===== src/source/packet_buffer_pkg.sv =====
// packet buffer shared definitions: widths, depths, register map, control bits and FSM codes
package packet_buffer_pkg;

    // packet and SRAM geometry
    localparam int PACKET_W     = 32;
    localparam int PACKET_LINES = 64;
    localparam int ADDR_W       = 6;

    // pointers and counters need one extra bit to hold a full count of 64
    localparam int CNT_W = 7;

    // output FIFO
    localparam int FIFO_DEPTH = 8;
    localparam int FIFO_PTR_W = $clog2(FIFO_DEPTH);
    localparam int FIFO_CNT_W = $clog2(FIFO_DEPTH + 1);

    // register bus
    localparam int REG_ADDR_W = 3;
    localparam int REG_W      = 32;

    localparam logic [REG_ADDR_W-1:0] REG_CTRL   = 3'd0;
    localparam logic [REG_ADDR_W-1:0] REG_STATUS = 3'd1;
    localparam logic [REG_ADDR_W-1:0] REG_WCOUNT = 3'd2;
    localparam logic [REG_ADDR_W-1:0] REG_RCOUNT = 3'd3;
    localparam logic [REG_ADDR_W-1:0] REG_DROPS  = 3'd4;

    // bit positions inside a write to REG_CTRL
    localparam int CTRL_START  = 0;
    localparam int CTRL_DONE   = 1;
    localparam int CTRL_REPLAY = 2;
    localparam int CTRL_CLEAR  = 3;

    // controller FSM codes, read back in REG_STATUS bits 1:0
    localparam logic [1:0] ST_IDLE   = 2'd0;
    localparam logic [1:0] ST_STREAM = 2'd1;
    localparam logic [1:0] ST_STALL  = 2'd2;

endpackage


===== src/source/packet_sram.sv =====
// packet SRAM: single-port behavioral array with synchronous write and registered read
module packet_sram (
    input  logic                                  clk,
    input  logic                                  en,
    input  logic                                  we,
    input  logic [packet_buffer_pkg::ADDR_W-1:0]   addr,
    input  logic [packet_buffer_pkg::PACKET_W-1:0] wdata,
    output logic [packet_buffer_pkg::PACKET_W-1:0] rdata
);
    import packet_buffer_pkg::*;

    logic [PACKET_W-1:0] mem [PACKET_LINES];

    // one access per cycle, a write leaves rdata untouched
    always_ff @(posedge clk) begin
        if (en) begin
            if (we) begin
                mem[addr] <= wdata;
            end else begin
                rdata <= mem[addr];
            end
        end
    end

endmodule


===== src/source/packet_fifo.sv =====
// output FIFO: circular buffer with a nearly-full flag for the reader and a consumer pop
module packet_fifo (
    input  logic                                  clk,
    input  logic                                  reset,
    input  logic                                  clear,
    input  logic                                  push,
    input  logic [packet_buffer_pkg::PACKET_W-1:0] push_data,
    input  logic                                  pop,
    output logic [packet_buffer_pkg::PACKET_W-1:0] head_data,
    output logic                                  empty,
    output logic                                  nearly_full
);
    import packet_buffer_pkg::*;

    logic [PACKET_W-1:0]   entries [FIFO_DEPTH];
    logic [FIFO_PTR_W-1:0] wr_ptr;
    logic [FIFO_PTR_W-1:0] rd_ptr;
    logic [FIFO_CNT_W-1:0] count;
    logic                  do_pop;

    // a pop on an empty FIFO is simply ignored
    assign do_pop = pop && !empty;

    assign empty       = (count == '0);
    assign nearly_full = (count >= FIFO_CNT_W'(FIFO_DEPTH - 1));
    assign head_data   = entries[rd_ptr];

    always_ff @(posedge clk) begin
        if (push) begin
            entries[wr_ptr] <= push_data;
        end
    end

    always_ff @(posedge clk) begin
        if (reset || clear) begin
            wr_ptr <= '0;
            rd_ptr <= '0;
            count  <= '0;
        end else begin
            if (push) begin
                wr_ptr <= wr_ptr + 1'b1;
            end
            if (do_pop) begin
                rd_ptr <= rd_ptr + 1'b1;
            end
            case ({push, do_pop})
                2'b10: begin
                    count <= count + 1'b1;
                end
                2'b01: begin
                    count <= count - 1'b1;
                end
                default: begin
                    count <= count;
                end
            endcase
        end
    end

endmodule


===== src/source/buffer_regs.sv =====
// buffer register block: control pulses, status and count readback, drop counter
module buffer_regs (
    input  logic                                    clk,
    input  logic                                    reset,
    input  logic                                    reg_wen,
    input  logic                                    reg_ren,
    input  logic [packet_buffer_pkg::REG_ADDR_W-1:0] reg_addr,
    input  logic [packet_buffer_pkg::REG_W-1:0]      reg_wdata,
    input  logic [1:0]                              state,
    input  logic [packet_buffer_pkg::CNT_W-1:0]      write_count,
    input  logic [packet_buffer_pkg::CNT_W-1:0]      read_count,
    input  logic                                    drop_strobe,
    output logic [packet_buffer_pkg::REG_W-1:0]      reg_rdata,
    output logic                                    reg_rvalid,
    output logic                                    start_pulse,
    output logic                                    done_pulse,
    output logic                                    replay_pulse,
    output logic                                    clear_pulse
);
    import packet_buffer_pkg::*;

    logic             ctrl_write;
    logic [REG_W-1:0] drop_count;
    logic [REG_W-1:0] read_mux;

    assign ctrl_write = reg_wen && (reg_addr == REG_CTRL);

    // each control bit turns into a one-cycle pulse the cycle after the write
    always_ff @(posedge clk) begin
        if (reset) begin
            start_pulse  <= 1'b0;
            done_pulse   <= 1'b0;
            replay_pulse <= 1'b0;
            clear_pulse  <= 1'b0;
        end else begin
            start_pulse  <= ctrl_write && reg_wdata[CTRL_START];
            done_pulse   <= ctrl_write && reg_wdata[CTRL_DONE];
            replay_pulse <= ctrl_write && reg_wdata[CTRL_REPLAY];
            clear_pulse  <= ctrl_write && reg_wdata[CTRL_CLEAR];
        end
    end

    // zeroed on the same edge where the controller drops its counts
    always_ff @(posedge clk) begin
        if (reset || clear_pulse) begin
            drop_count <= '0;
        end else if (drop_strobe) begin
            drop_count <= drop_count + 1'b1;
        end
    end

    always_comb begin
        case (reg_addr)
            REG_STATUS: read_mux = REG_W'(state);
            REG_WCOUNT: read_mux = REG_W'(write_count);
            REG_RCOUNT: read_mux = REG_W'(read_count);
            REG_DROPS:  read_mux = drop_count;
            default:    read_mux = '0;
        endcase
    end

    always_ff @(posedge clk) begin
        if (reset) begin
            reg_rvalid <= 1'b0;
        end else begin
            reg_rvalid <= reg_ren;
        end
    end

    always_ff @(posedge clk) begin
        if (reg_ren) begin
            reg_rdata <= read_mux;
        end
    end

endmodule


===== src/source/packet_store_ctrl.sv =====
// packet store controller: arbitrates the dp and edge writers against SRAM reads into the FIFO
module packet_store_ctrl (
    input  logic                                  clk,
    input  logic                                  reset,
    input  logic                                  start_pulse,
    input  logic                                  done_pulse,
    input  logic                                  replay_pulse,
    input  logic                                  clear_pulse,
    input  logic                                  dp_valid,
    input  logic [packet_buffer_pkg::PACKET_W-1:0] dp_packet,
    input  logic                                  edge_valid,
    input  logic [packet_buffer_pkg::PACKET_W-1:0] edge_packet,
    input  logic                                  fifo_nearly_full,
    output logic                                  mem_en,
    output logic                                  mem_we,
    output logic [packet_buffer_pkg::ADDR_W-1:0]   mem_addr,
    output logic [packet_buffer_pkg::PACKET_W-1:0] mem_wdata,
    output logic                                  fifo_push,
    output logic                                  drop_strobe,
    output logic [1:0]                            state,
    output logic [packet_buffer_pkg::CNT_W-1:0]    write_count,
    output logic [packet_buffer_pkg::CNT_W-1:0]    read_count
);
    import packet_buffer_pkg::*;

    logic [1:0] state_next;
    logic       streaming;
    logic       any_valid;
    logic       buf_full;
    logic       wr_accept;
    logic       rd_issue;
    logic       rd_inflight;

    assign streaming = (state == ST_STREAM);
    assign any_valid = dp_valid || edge_valid;
    assign buf_full  = (write_count == CNT_W'(PACKET_LINES));

    // a write that lands on a clear would be wiped at the same edge, so it counts as a drop
    assign wr_accept = streaming && any_valid && !buf_full && !clear_pulse;

    // reads only fill idle SRAM cycles and never race a pointer reset
    assign rd_issue = streaming && !any_valid && (read_count < write_count)
                      && !fifo_nearly_full && !replay_pulse && !clear_pulse;

    // dp always wins, so a simultaneous edge packet is lost
    assign drop_strobe = (dp_valid && edge_valid) || (any_valid && !wr_accept);

    assign mem_en    = wr_accept || rd_issue;
    assign mem_we    = wr_accept;
    assign mem_wdata = dp_valid ? dp_packet : edge_packet;

    always_comb begin
        if (wr_accept) begin
            mem_addr = write_count[ADDR_W-1:0];
        end else begin
            mem_addr = read_count[ADDR_W-1:0];
        end
    end

    always_comb begin
        state_next = state;
        case (state)
            ST_IDLE: begin
                if (start_pulse) begin
                    state_next = ST_STREAM;
                end
            end
            ST_STREAM: begin
                if (done_pulse) begin
                    state_next = ST_STALL;
                end
            end
            ST_STALL: begin
                state_next = ST_STALL;
            end
            default: begin
                state_next = ST_IDLE;
            end
        endcase
        if (replay_pulse) begin
            state_next = ST_STREAM;
        end
        // clear outranks everything else
        if (clear_pulse) begin
            state_next = ST_IDLE;
        end
    end

    always_ff @(posedge clk) begin
        if (reset) begin
            state <= ST_IDLE;
        end else begin
            state <= state_next;
        end
    end

    always_ff @(posedge clk) begin
        if (reset || clear_pulse) begin
            write_count <= '0;
            read_count  <= '0;
        end else begin
            if (wr_accept) begin
                write_count <= write_count + 1'b1;
            end
            // replay only rewinds the reader so the stored packets stream again
            if (replay_pulse) begin
                read_count <= '0;
            end else if (rd_issue) begin
                read_count <= read_count + 1'b1;
            end
        end
    end

    // SRAM data shows up one cycle after the read, together with this push
    always_ff @(posedge clk) begin
        if (reset) begin
            rd_inflight <= 1'b0;
        end else begin
            rd_inflight <= rd_issue;
        end
    end

    assign fifo_push = rd_inflight;

endmodule


===== src/source/packet_buffer_top.sv =====
// packet buffer top: controller, packet SRAM, output FIFO and register block
module packet_buffer_top (
    input  logic                                    clk,
    input  logic                                    reset,
    input  logic                                    dp_valid,
    input  logic [packet_buffer_pkg::PACKET_W-1:0]   dp_packet,
    input  logic                                    edge_valid,
    input  logic [packet_buffer_pkg::PACKET_W-1:0]   edge_packet,
    input  logic                                    reg_wen,
    input  logic                                    reg_ren,
    input  logic [packet_buffer_pkg::REG_ADDR_W-1:0] reg_addr,
    input  logic [packet_buffer_pkg::REG_W-1:0]      reg_wdata,
    input  logic                                    out_pop,
    output logic [packet_buffer_pkg::PACKET_W-1:0]   out_packet,
    output logic                                    out_empty,
    output logic [packet_buffer_pkg::REG_W-1:0]      reg_rdata,
    output logic                                    reg_rvalid
);
    import packet_buffer_pkg::*;

    logic                start_pulse;
    logic                done_pulse;
    logic                replay_pulse;
    logic                clear_pulse;
    logic [1:0]          state;
    logic [CNT_W-1:0]    write_count;
    logic [CNT_W-1:0]    read_count;
    logic                drop_strobe;
    logic                mem_en;
    logic                mem_we;
    logic [ADDR_W-1:0]   mem_addr;
    logic [PACKET_W-1:0] mem_wdata;
    logic [PACKET_W-1:0] mem_rdata;
    logic                fifo_push;
    logic                fifo_nearly_full;

    packet_store_ctrl u_ctrl (
        .clk              (clk),
        .reset            (reset),
        .start_pulse      (start_pulse),
        .done_pulse       (done_pulse),
        .replay_pulse     (replay_pulse),
        .clear_pulse      (clear_pulse),
        .dp_valid         (dp_valid),
        .dp_packet        (dp_packet),
        .edge_valid       (edge_valid),
        .edge_packet      (edge_packet),
        .fifo_nearly_full (fifo_nearly_full),
        .mem_en           (mem_en),
        .mem_we           (mem_we),
        .mem_addr         (mem_addr),
        .mem_wdata        (mem_wdata),
        .fifo_push        (fifo_push),
        .drop_strobe      (drop_strobe),
        .state            (state),
        .write_count      (write_count),
        .read_count       (read_count)
    );

    packet_sram u_sram (
        .clk   (clk),
        .en    (mem_en),
        .we    (mem_we),
        .addr  (mem_addr),
        .wdata (mem_wdata),
        .rdata (mem_rdata)
    );

    // the clear pulse also flushes whatever is waiting in the FIFO
    packet_fifo u_fifo (
        .clk         (clk),
        .reset       (reset),
        .clear       (clear_pulse),
        .push        (fifo_push),
        .push_data   (mem_rdata),
        .pop         (out_pop),
        .head_data   (out_packet),
        .empty       (out_empty),
        .nearly_full (fifo_nearly_full)
    );

    buffer_regs u_regs (
        .clk          (clk),
        .reset        (reset),
        .reg_wen      (reg_wen),
        .reg_ren      (reg_ren),
        .reg_addr     (reg_addr),
        .reg_wdata    (reg_wdata),
        .state        (state),
        .write_count  (write_count),
        .read_count   (read_count),
        .drop_strobe  (drop_strobe),
        .reg_rdata    (reg_rdata),
        .reg_rvalid   (reg_rvalid),
        .start_pulse  (start_pulse),
        .done_pulse   (done_pulse),
        .replay_pulse (replay_pulse),
        .clear_pulse  (clear_pulse)
    );

endmodule


===== config.mk =====
export PLATFORM = sky130hd
export DESIGN_NAME = packet_buffer_top
export DESIGN_NICKNAME = d
export VERILOG_FILES = /design/src/source/packet_buffer_pkg.sv /design/src/source/packet_sram.sv /design/src/source/packet_fifo.sv /design/src/source/buffer_regs.sv /design/src/source/packet_store_ctrl.sv /design/src/source/packet_buffer_top.sv
export SDC_FILE = /design/constraint.sdc
export NUM_CORES = 2
export LEC_CHECK = 0
export ABC_AREA = 1
export BUFFER_PORTS_ARGS = -buffer_cell sky130_fd_sc_hd__buf_2
export CAP_MARGIN = 5
export CORE_MARGIN = 2
export CORE_UTILIZATION = 55
export CTS_CLUSTER_DIAMETER = 150
export DETAILED_ROUTE_END_ITERATION = 10
export PLACE_DENSITY = 0.74
export SLEW_MARGIN = 15
export SYNTH_ARGS = -nofsm -noshare
export SYNTH_HDL_FRONTEND = slang
export SYNTH_HIERARCHICAL = 1
export SYNTH_SLANG_ARGS = --single-unit
export TNS_END_PERCENT = 10

===== constraint.sdc =====
create_clock -name clk -period 15.8 [get_ports clk]
set_input_delay 1.58 -clock clk [delete_from_list [all_inputs] [get_ports clk]]
set_output_delay 1.58 -clock clk [all_outputs]
set_load 0.01 [all_outputs]

# ---- After elaboration in Yosys (flattened, before gate mapping)
# Memory sizes are Yosys's and may differ from the RTL's. A register that Yosys moved wholly into a read port is not among the register bits.
# Cells that the tools add are included.
# Widths: inputs -> output; s select.
dict set report classes {
  n_lt_le_gt_ge 2
  n_bitwise 1
  muxes 15
  n_addsub 7
  n_eq_ne 13
  reduce_logical 37
}
# cell count
set ops {}
lappend ops {{$pmux 32 s4} 1}
lappend ops {{$add 32x1->32 const B} 1}
lappend ops {{$mux 32} 1}
lappend ops {{$logic_and 1x1->1} 16}
lappend ops {{$add 7x1->7 const B} 2}
lappend ops {{$pmux 4 s2} 1}
lappend ops {{$eq 7x7->1 const B} 1}
lappend ops {{$logic_not 1->1} 7}
lappend ops {{$lt 7x7->1} 1}
lappend ops {{$add 3x1->3 const B} 2}
lappend ops {{$eq 3x2->1 const B} 2}
lappend ops {{$mux 1} 6}
lappend ops {{$mux 3} 2}
lappend ops {{$mux 6} 1}
lappend ops {{$ne 3x1->1 const B} 2}
lappend ops {{$pmux 2 s3} 1}
lappend ops {{$reduce_and 2->1} 3}
lappend ops {{$add 4x1->4 const B} 1}
lappend ops {{$eq 2x1->1 const B} 2}
lappend ops {{$eq 2x2->1 const B} 2}
lappend ops {{$ge 4x3->1 const B} 1}
lappend ops {{$logic_not 4->1} 1}
lappend ops {{$logic_or 1x1->1} 4}
lappend ops {{$mux 2} 2}
lappend ops {{10 further kinds} 12}
dict set report word_totals {
  mem_count 2
  output_inout_bits 66
  ramBits 2304
  regBits 96
}
# name words word_bits rd rd_ports_with_merged_regs wr line_no
set mem_list {}
lappend mem_list {u_sram.mem 64 32 1 1 1 packet_sram.sv:12} ;# logic [PACKET_W-1:0] mem [PACKET_LINES];
lappend mem_list {u_fifo.entries 8 32 1 1 1 packet_fifo.sv:15} ;# logic [PACKET_W-1:0] entries [FIFO_DEPTH];

# ---- Logic depth before layout (Yosys ltp)
dict set report logic_depth {
  ltp_word 10
  depth_mapped 23
}

# ---- Hierarchy
# The synthesis kept the hierarchy.
# module seq_area_each_um2 instances cells_per_inst area_each_um2
set by_module_without_submodules {}
lappend by_module_without_submodules {packet_sram 62459.9 1 8442 87448.9}
lappend by_module_without_submodules {packet_fifo 7947.6 1 813 10622.7}
lappend by_module_without_submodules {buffer_regs 1701.6 1 386 3159.3}
lappend by_module_without_submodules {packet_store_ctrl 340.3 1 211 1562.7}

# ---- Worst setup path before layout
# Ideal clock, no wire load.
dict set report synth_path {
  path_kind {in2reg}
  from {input dp_valid}
  to {memory u_sram.mem[40][0], enable pin}
  path_stages 11
  setup_slack_ns 8.862
  n_path_buf 3
  arrival_ns 6.436
  setup_time_ns 0.502
  t_required_ns 15.298
  cell_sequence {buf_6 -> nor2_4 -> nor2_1 -> nand2_1 -> buf_4 -> buf_6 -> o21ai_1 -> inv_4 -> nor3_4 -> inv_2 -> nor4_1}
}
dict set report synth_via {
  elab_cells_between_ends 15
  cone_classes {mux (4); reduce/logical (11)}
}
# element line_no
set synth_rtl {}
lappend synth_rtl {{start, declared} packet_buffer_top.sv:5} ;# input logic dp_valid,
lappend synth_rtl {{$logic_or 1x1->1} packet_store_ctrl.sv:35} ;# assign any_valid = dp_valid || edge_valid;
lappend synth_rtl {{$logic_and 1x1->1 (3 in a row)} packet_store_ctrl.sv:39} ;# assign wr_accept = streaming && any_valid && !buf_full && !clear_pulse;
lappend synth_rtl {{$mux 6} packet_store_ctrl.sv:53} ;# if (wr_accept) begin
lappend synth_rtl {{via mem_addr[3]} packet_buffer_top.sv:31} ;# logic [ADDR_W-1:0] mem_addr;
lappend synth_rtl {{end, declared} packet_sram.sv:12}
# The timed path passes the listed nets, and every way through them passes these cells.

# ---- Final worst setup path
dict set report layout_path {
  from {input dp_valid}
  to {register u_sram/rdata[30] (netlist name), read port of u_sram.mem (data pin)}
}
dict set report layout_via {
  elab_cells_between_ends 14
  cone_classes {mux (1); bitwise (1); reduce/logical (12)}
}
# element line_no
set layout_rtl {}
lappend layout_rtl {{$logic_or 1x1->1} packet_store_ctrl.sv:35}
lappend layout_rtl {{$logic_and 1x1->1 (3 in a row)} packet_store_ctrl.sv:39}
lappend layout_rtl {{$mux 6} packet_store_ctrl.sv:53}
lappend layout_rtl {{via mem_addr[0]} packet_buffer_top.sv:31}
lappend layout_rtl {{end, declared} packet_sram.sv:8} ;# output logic [packet_buffer_pkg::PACKET_W-1:0] rdata
# The timed path passes the listed nets, and every way through them passes these cells.
# A chain may end at the register's enable or synchronous reset.

==> reports/metrics.cfg <==
[sta]
rsz0062_at_grt = no
final_max_slew_viol_count = 0
min_period_ns = 7.488
skew_ns = 0.05642
fin_setup_tns_ns = 0
relSlewSlack_pct = 18.46
worst_pin_slew_ns = 1.223
fin_crit_sh_pct = 47.39
clock.fmax_mhz = 133.5
finalHoldViolCount = 0
setup_viol = 0
setup_slack_ns = 8.312

[placed_design]
pre_cts_ws_ns = 7.677
numPortBuffers = 143
dp_hpwl_mm = 133.3
gp_congestion = 0.8430

[grt]
grtUsageMet1_pct = 35.11
met3_usage_pct = 4.086
antenna_found_initial = 12
grtUsageMet2_pct = 44.79
gr-max-usage-layer = met2
grt_util_all_layers_pct = 27.16
grt-ovfl-total = 0
grt_pass1_vias = 66060
grt_pass1_wl_mm = 390.9
grt_max_degree = 202

[setup_path]
rrSetupSlack_ns = 9.10
cp-start-kind = primary input
crit_type = primary input to flop
cp-startpoint = dp_valid
crit_path_end = u_sram/rdata[30]
r2r-start = u_ctrl/write_count[1]
end_kind = flop
cp.required_ns = 16.49
ff2ff_path_depth = 20
r2r_end = u_sram/rdata[30]
cp_max_fo = 201
cp_data_arrival_time_ns = 8.18

[synth]
ys_warn_count = 6
syn_area_mm2 = 0.1028
synthCells = 9852
ys_ff_latch = 2435
async_flop_share_pct = 0
synth_edf_count = 2368
synth-main-ff-cell = edfxtp_1
syn_nets = 9975
synthDistinctLibCells = 48
avgSynthCellArea_um2 = 10.43
yosysSeqAreaShare_pct = 70.48

[routing]
final_antenna_net_count = 0
wl_per_cell_um = 20.74
vias = 69250
drcViolationCount = 0
first_pass_iters = 8
viasPerCell = 5.502
drt_iter0_drc = 8506
routed_wl_mm = 261.1

[clock_network]
cts_hold_buf = 0
cts_tree = yes
clkSinkCount = 2435
path_clk_slew_ns = 0.06
htreeDepth = 4
clock_latency_ns = 0.89
numCtsBuffers = 229
cts_max_path_buffers = 3
post_cts_buffers = 0
cts_resized = 0
cts_root_buf = clkbuf_16

[floorplanning]
io_pins = 172
die_area_mm2 = 0.1904
start_util_pct = 55.38
die_x_um = 436.3
die_y_um = 436.3
rows = 158
core_area_mm2 = 0.1856

[final_layout]
seq_area_mm2 = 0.07246
drive_above_1_share_pct = 7.897
final_cell_mix = nand2_1 (5,949), edfxtp_1 (2,368), nor2_1 (311), clkbuf_16 (235), buf_4 (147)
multi_input_area_mm2 = 0.02756
final_common_cell = nand2_1
num-nets-final = 10030
nFillCells = 14070
syn_to_final_growth_pct = 10.24

[power_and_ir_drop]
pwr-share-clk_pct = 36.3
combPwrFrac_pct = 16.1
switchingPower_mw = 4.241
vdd_drop_max_uv = 129.7
seqPwrFrac_pct = 47.6
swShare_pct = 27.76
p_leak_nw = 45.51
cellPowerDensity_mw_per_mm2 = 134.8
internal-power_mw = 11.04

[run]
drv_cap = 0

[hold_path]
min_from = u_fifo/rd_ptr[2]
hp-class = flop to flop

[run_status]
outcome = finished clean

==> how the worst min path moves through the flow <==
stage / to / slack, ns / cells past startpoint
global placement: u_fifo/rd_ptr[2] / 0.45 / 2
finish: flop / 0.47 / 2
global route: u_fifo/rd_ptr[2] / 0.51 / 2
floorplan: flop / 0.43 / 2
detailed placement: flop / 0.46 / 2
CTS: u_fifo/rd_ptr[2] / 0.47 / 2
==> power by group through the flow <==
stage               clock network, mW  logic [mW]  registers [mW]
floorplan                           0        1.91            7.35
global placement                    0        2.35            7.40
global route                     5.85        2.77            7.27
CTS                              5.60        2.44            7.27
finish                           5.55        2.46            7.27
detailed placement                  0        2.42            7.41
==> stage by stage <==
step                      std cells  total power [mW]  area (um^2)  utilization, %  hold slack, ns
after CTS                     12580             15.30       113300           61.02          0.4722
after floorplan                9852             9.266       102800               -          0.4331
after detailed placement      12150             9.822       105700           56.92          0.4637
after global placement        12150             9.753       105700           56.92          0.4470
final                         12590             15.28       113300           61.04          0.4744
after global routing          12590             15.89       113300           61.04          0.5138
==> cells in the mapped netlist (all sizes together) (2+ instances only) <==
library cell | count | area (um^2)
a21oi | 45 | 225.2
and3 | 2 | 12.51
buf | 348 | 2367
clkbuf | 130 | 494.2
clkinv | 4 | 16.26
dfxtp | 67 | 1341
edfxtp | 2368 | 71110
ha | 17 | 212.7
inv | 133 | 504.2
mux2 | 32 | 360.4
mux2i | 32 | 320.3
nand2 | 5955 | 22380
nand3 | 55 | 302.8
nand3b | 2 | 15.01
nand4 | 20 | 125.1
nor2 | 393 | 1559
nor3 | 28 | 229.0
nor4 | 2 | 12.51
o2111ai | 2 | 17.52
o211ai | 5 | 37.54
o21ai | 161 | 805.8
o221ai | 3 | 26.28
o22ai | 32 | 200.2
or2 | 8 | 50.05
xor2 | 5 | 43.79
==> cells by family (layout without fill, tap and decap cells) <==
family | count (synthesis) | in the layout | share of synthesized area, %
AO/OA/AOI/OAI | 250 | 250 | 1.291
other | 0 | 2 | 0
XOR/XNOR | 6 | 6 | 0.05112
multiplexers | 64 | 64 | 0.6622
flip-flops | 2435 | 2435 | 70.48
buffers and inverters | 615 | 868 | 3.290
adder cells (fa/ha/maj) | 17 | 17 | 0.2069
AND/OR/NAND/NOR | 6465 | 6465 | 24.02
==> cell type report <==
type | count | share of cell area, %
Clock buffer | 274 | 5.336
Timing Repair Buffer | 300 | 1.789
Sequential cell | 2435 | 63.94
Inverter | 137 | 0.4869
Clock inverter | 157 | 1.387
Multi-Input combinational cell | 6802 | 24.32
Antenna cell | 2 | 0.004417
Tap cell | 2480 | 2.738
==> layer usage <==
layer  vias to the layer above  part of all wire [%]
met5                         -                     0
met4                         0                   5.4
met3                       609                   9.9
met2                      3509                    48
met1                     32860                    37
li1                      32280                     -
==> worst max-delay path, stage by stage <==
cell and delay (ns):
buf_2 0.71, nor2_4 0.05, nor2_1 0.14, nand2_1 0.45, nor2_1 0.41, a21oi_4 0.14
inv_8 0.63, buf_12 0.62, buf_4 0.87, buf_4 0.89, nand2_1 0.15, nand2_1 0.10
nand2_1 0.05, nand2_1 0.14, nand2_1 0.06, nand2_1 0.13, nand2_1 0.08, nand2_1 0.08
nor2_1 0.04, nand2_1 0.19
==> state kept, by name (all words and copies together) (netlist names), 2 cells and up, named ones only <==
register,cells
u_ctrl/read_count,7
u_ctrl/state,2
u_ctrl/write_count,7
u_fifo/count,4
u_fifo/entries,256
u_fifo/rd_ptr,3
u_fifo/wr_ptr,3
u_regs/drop_count,32
u_regs/reg_rdata,32
u_sram/mem,2048
u_sram/rdata,32
Power figures use the tool's default switching activity.
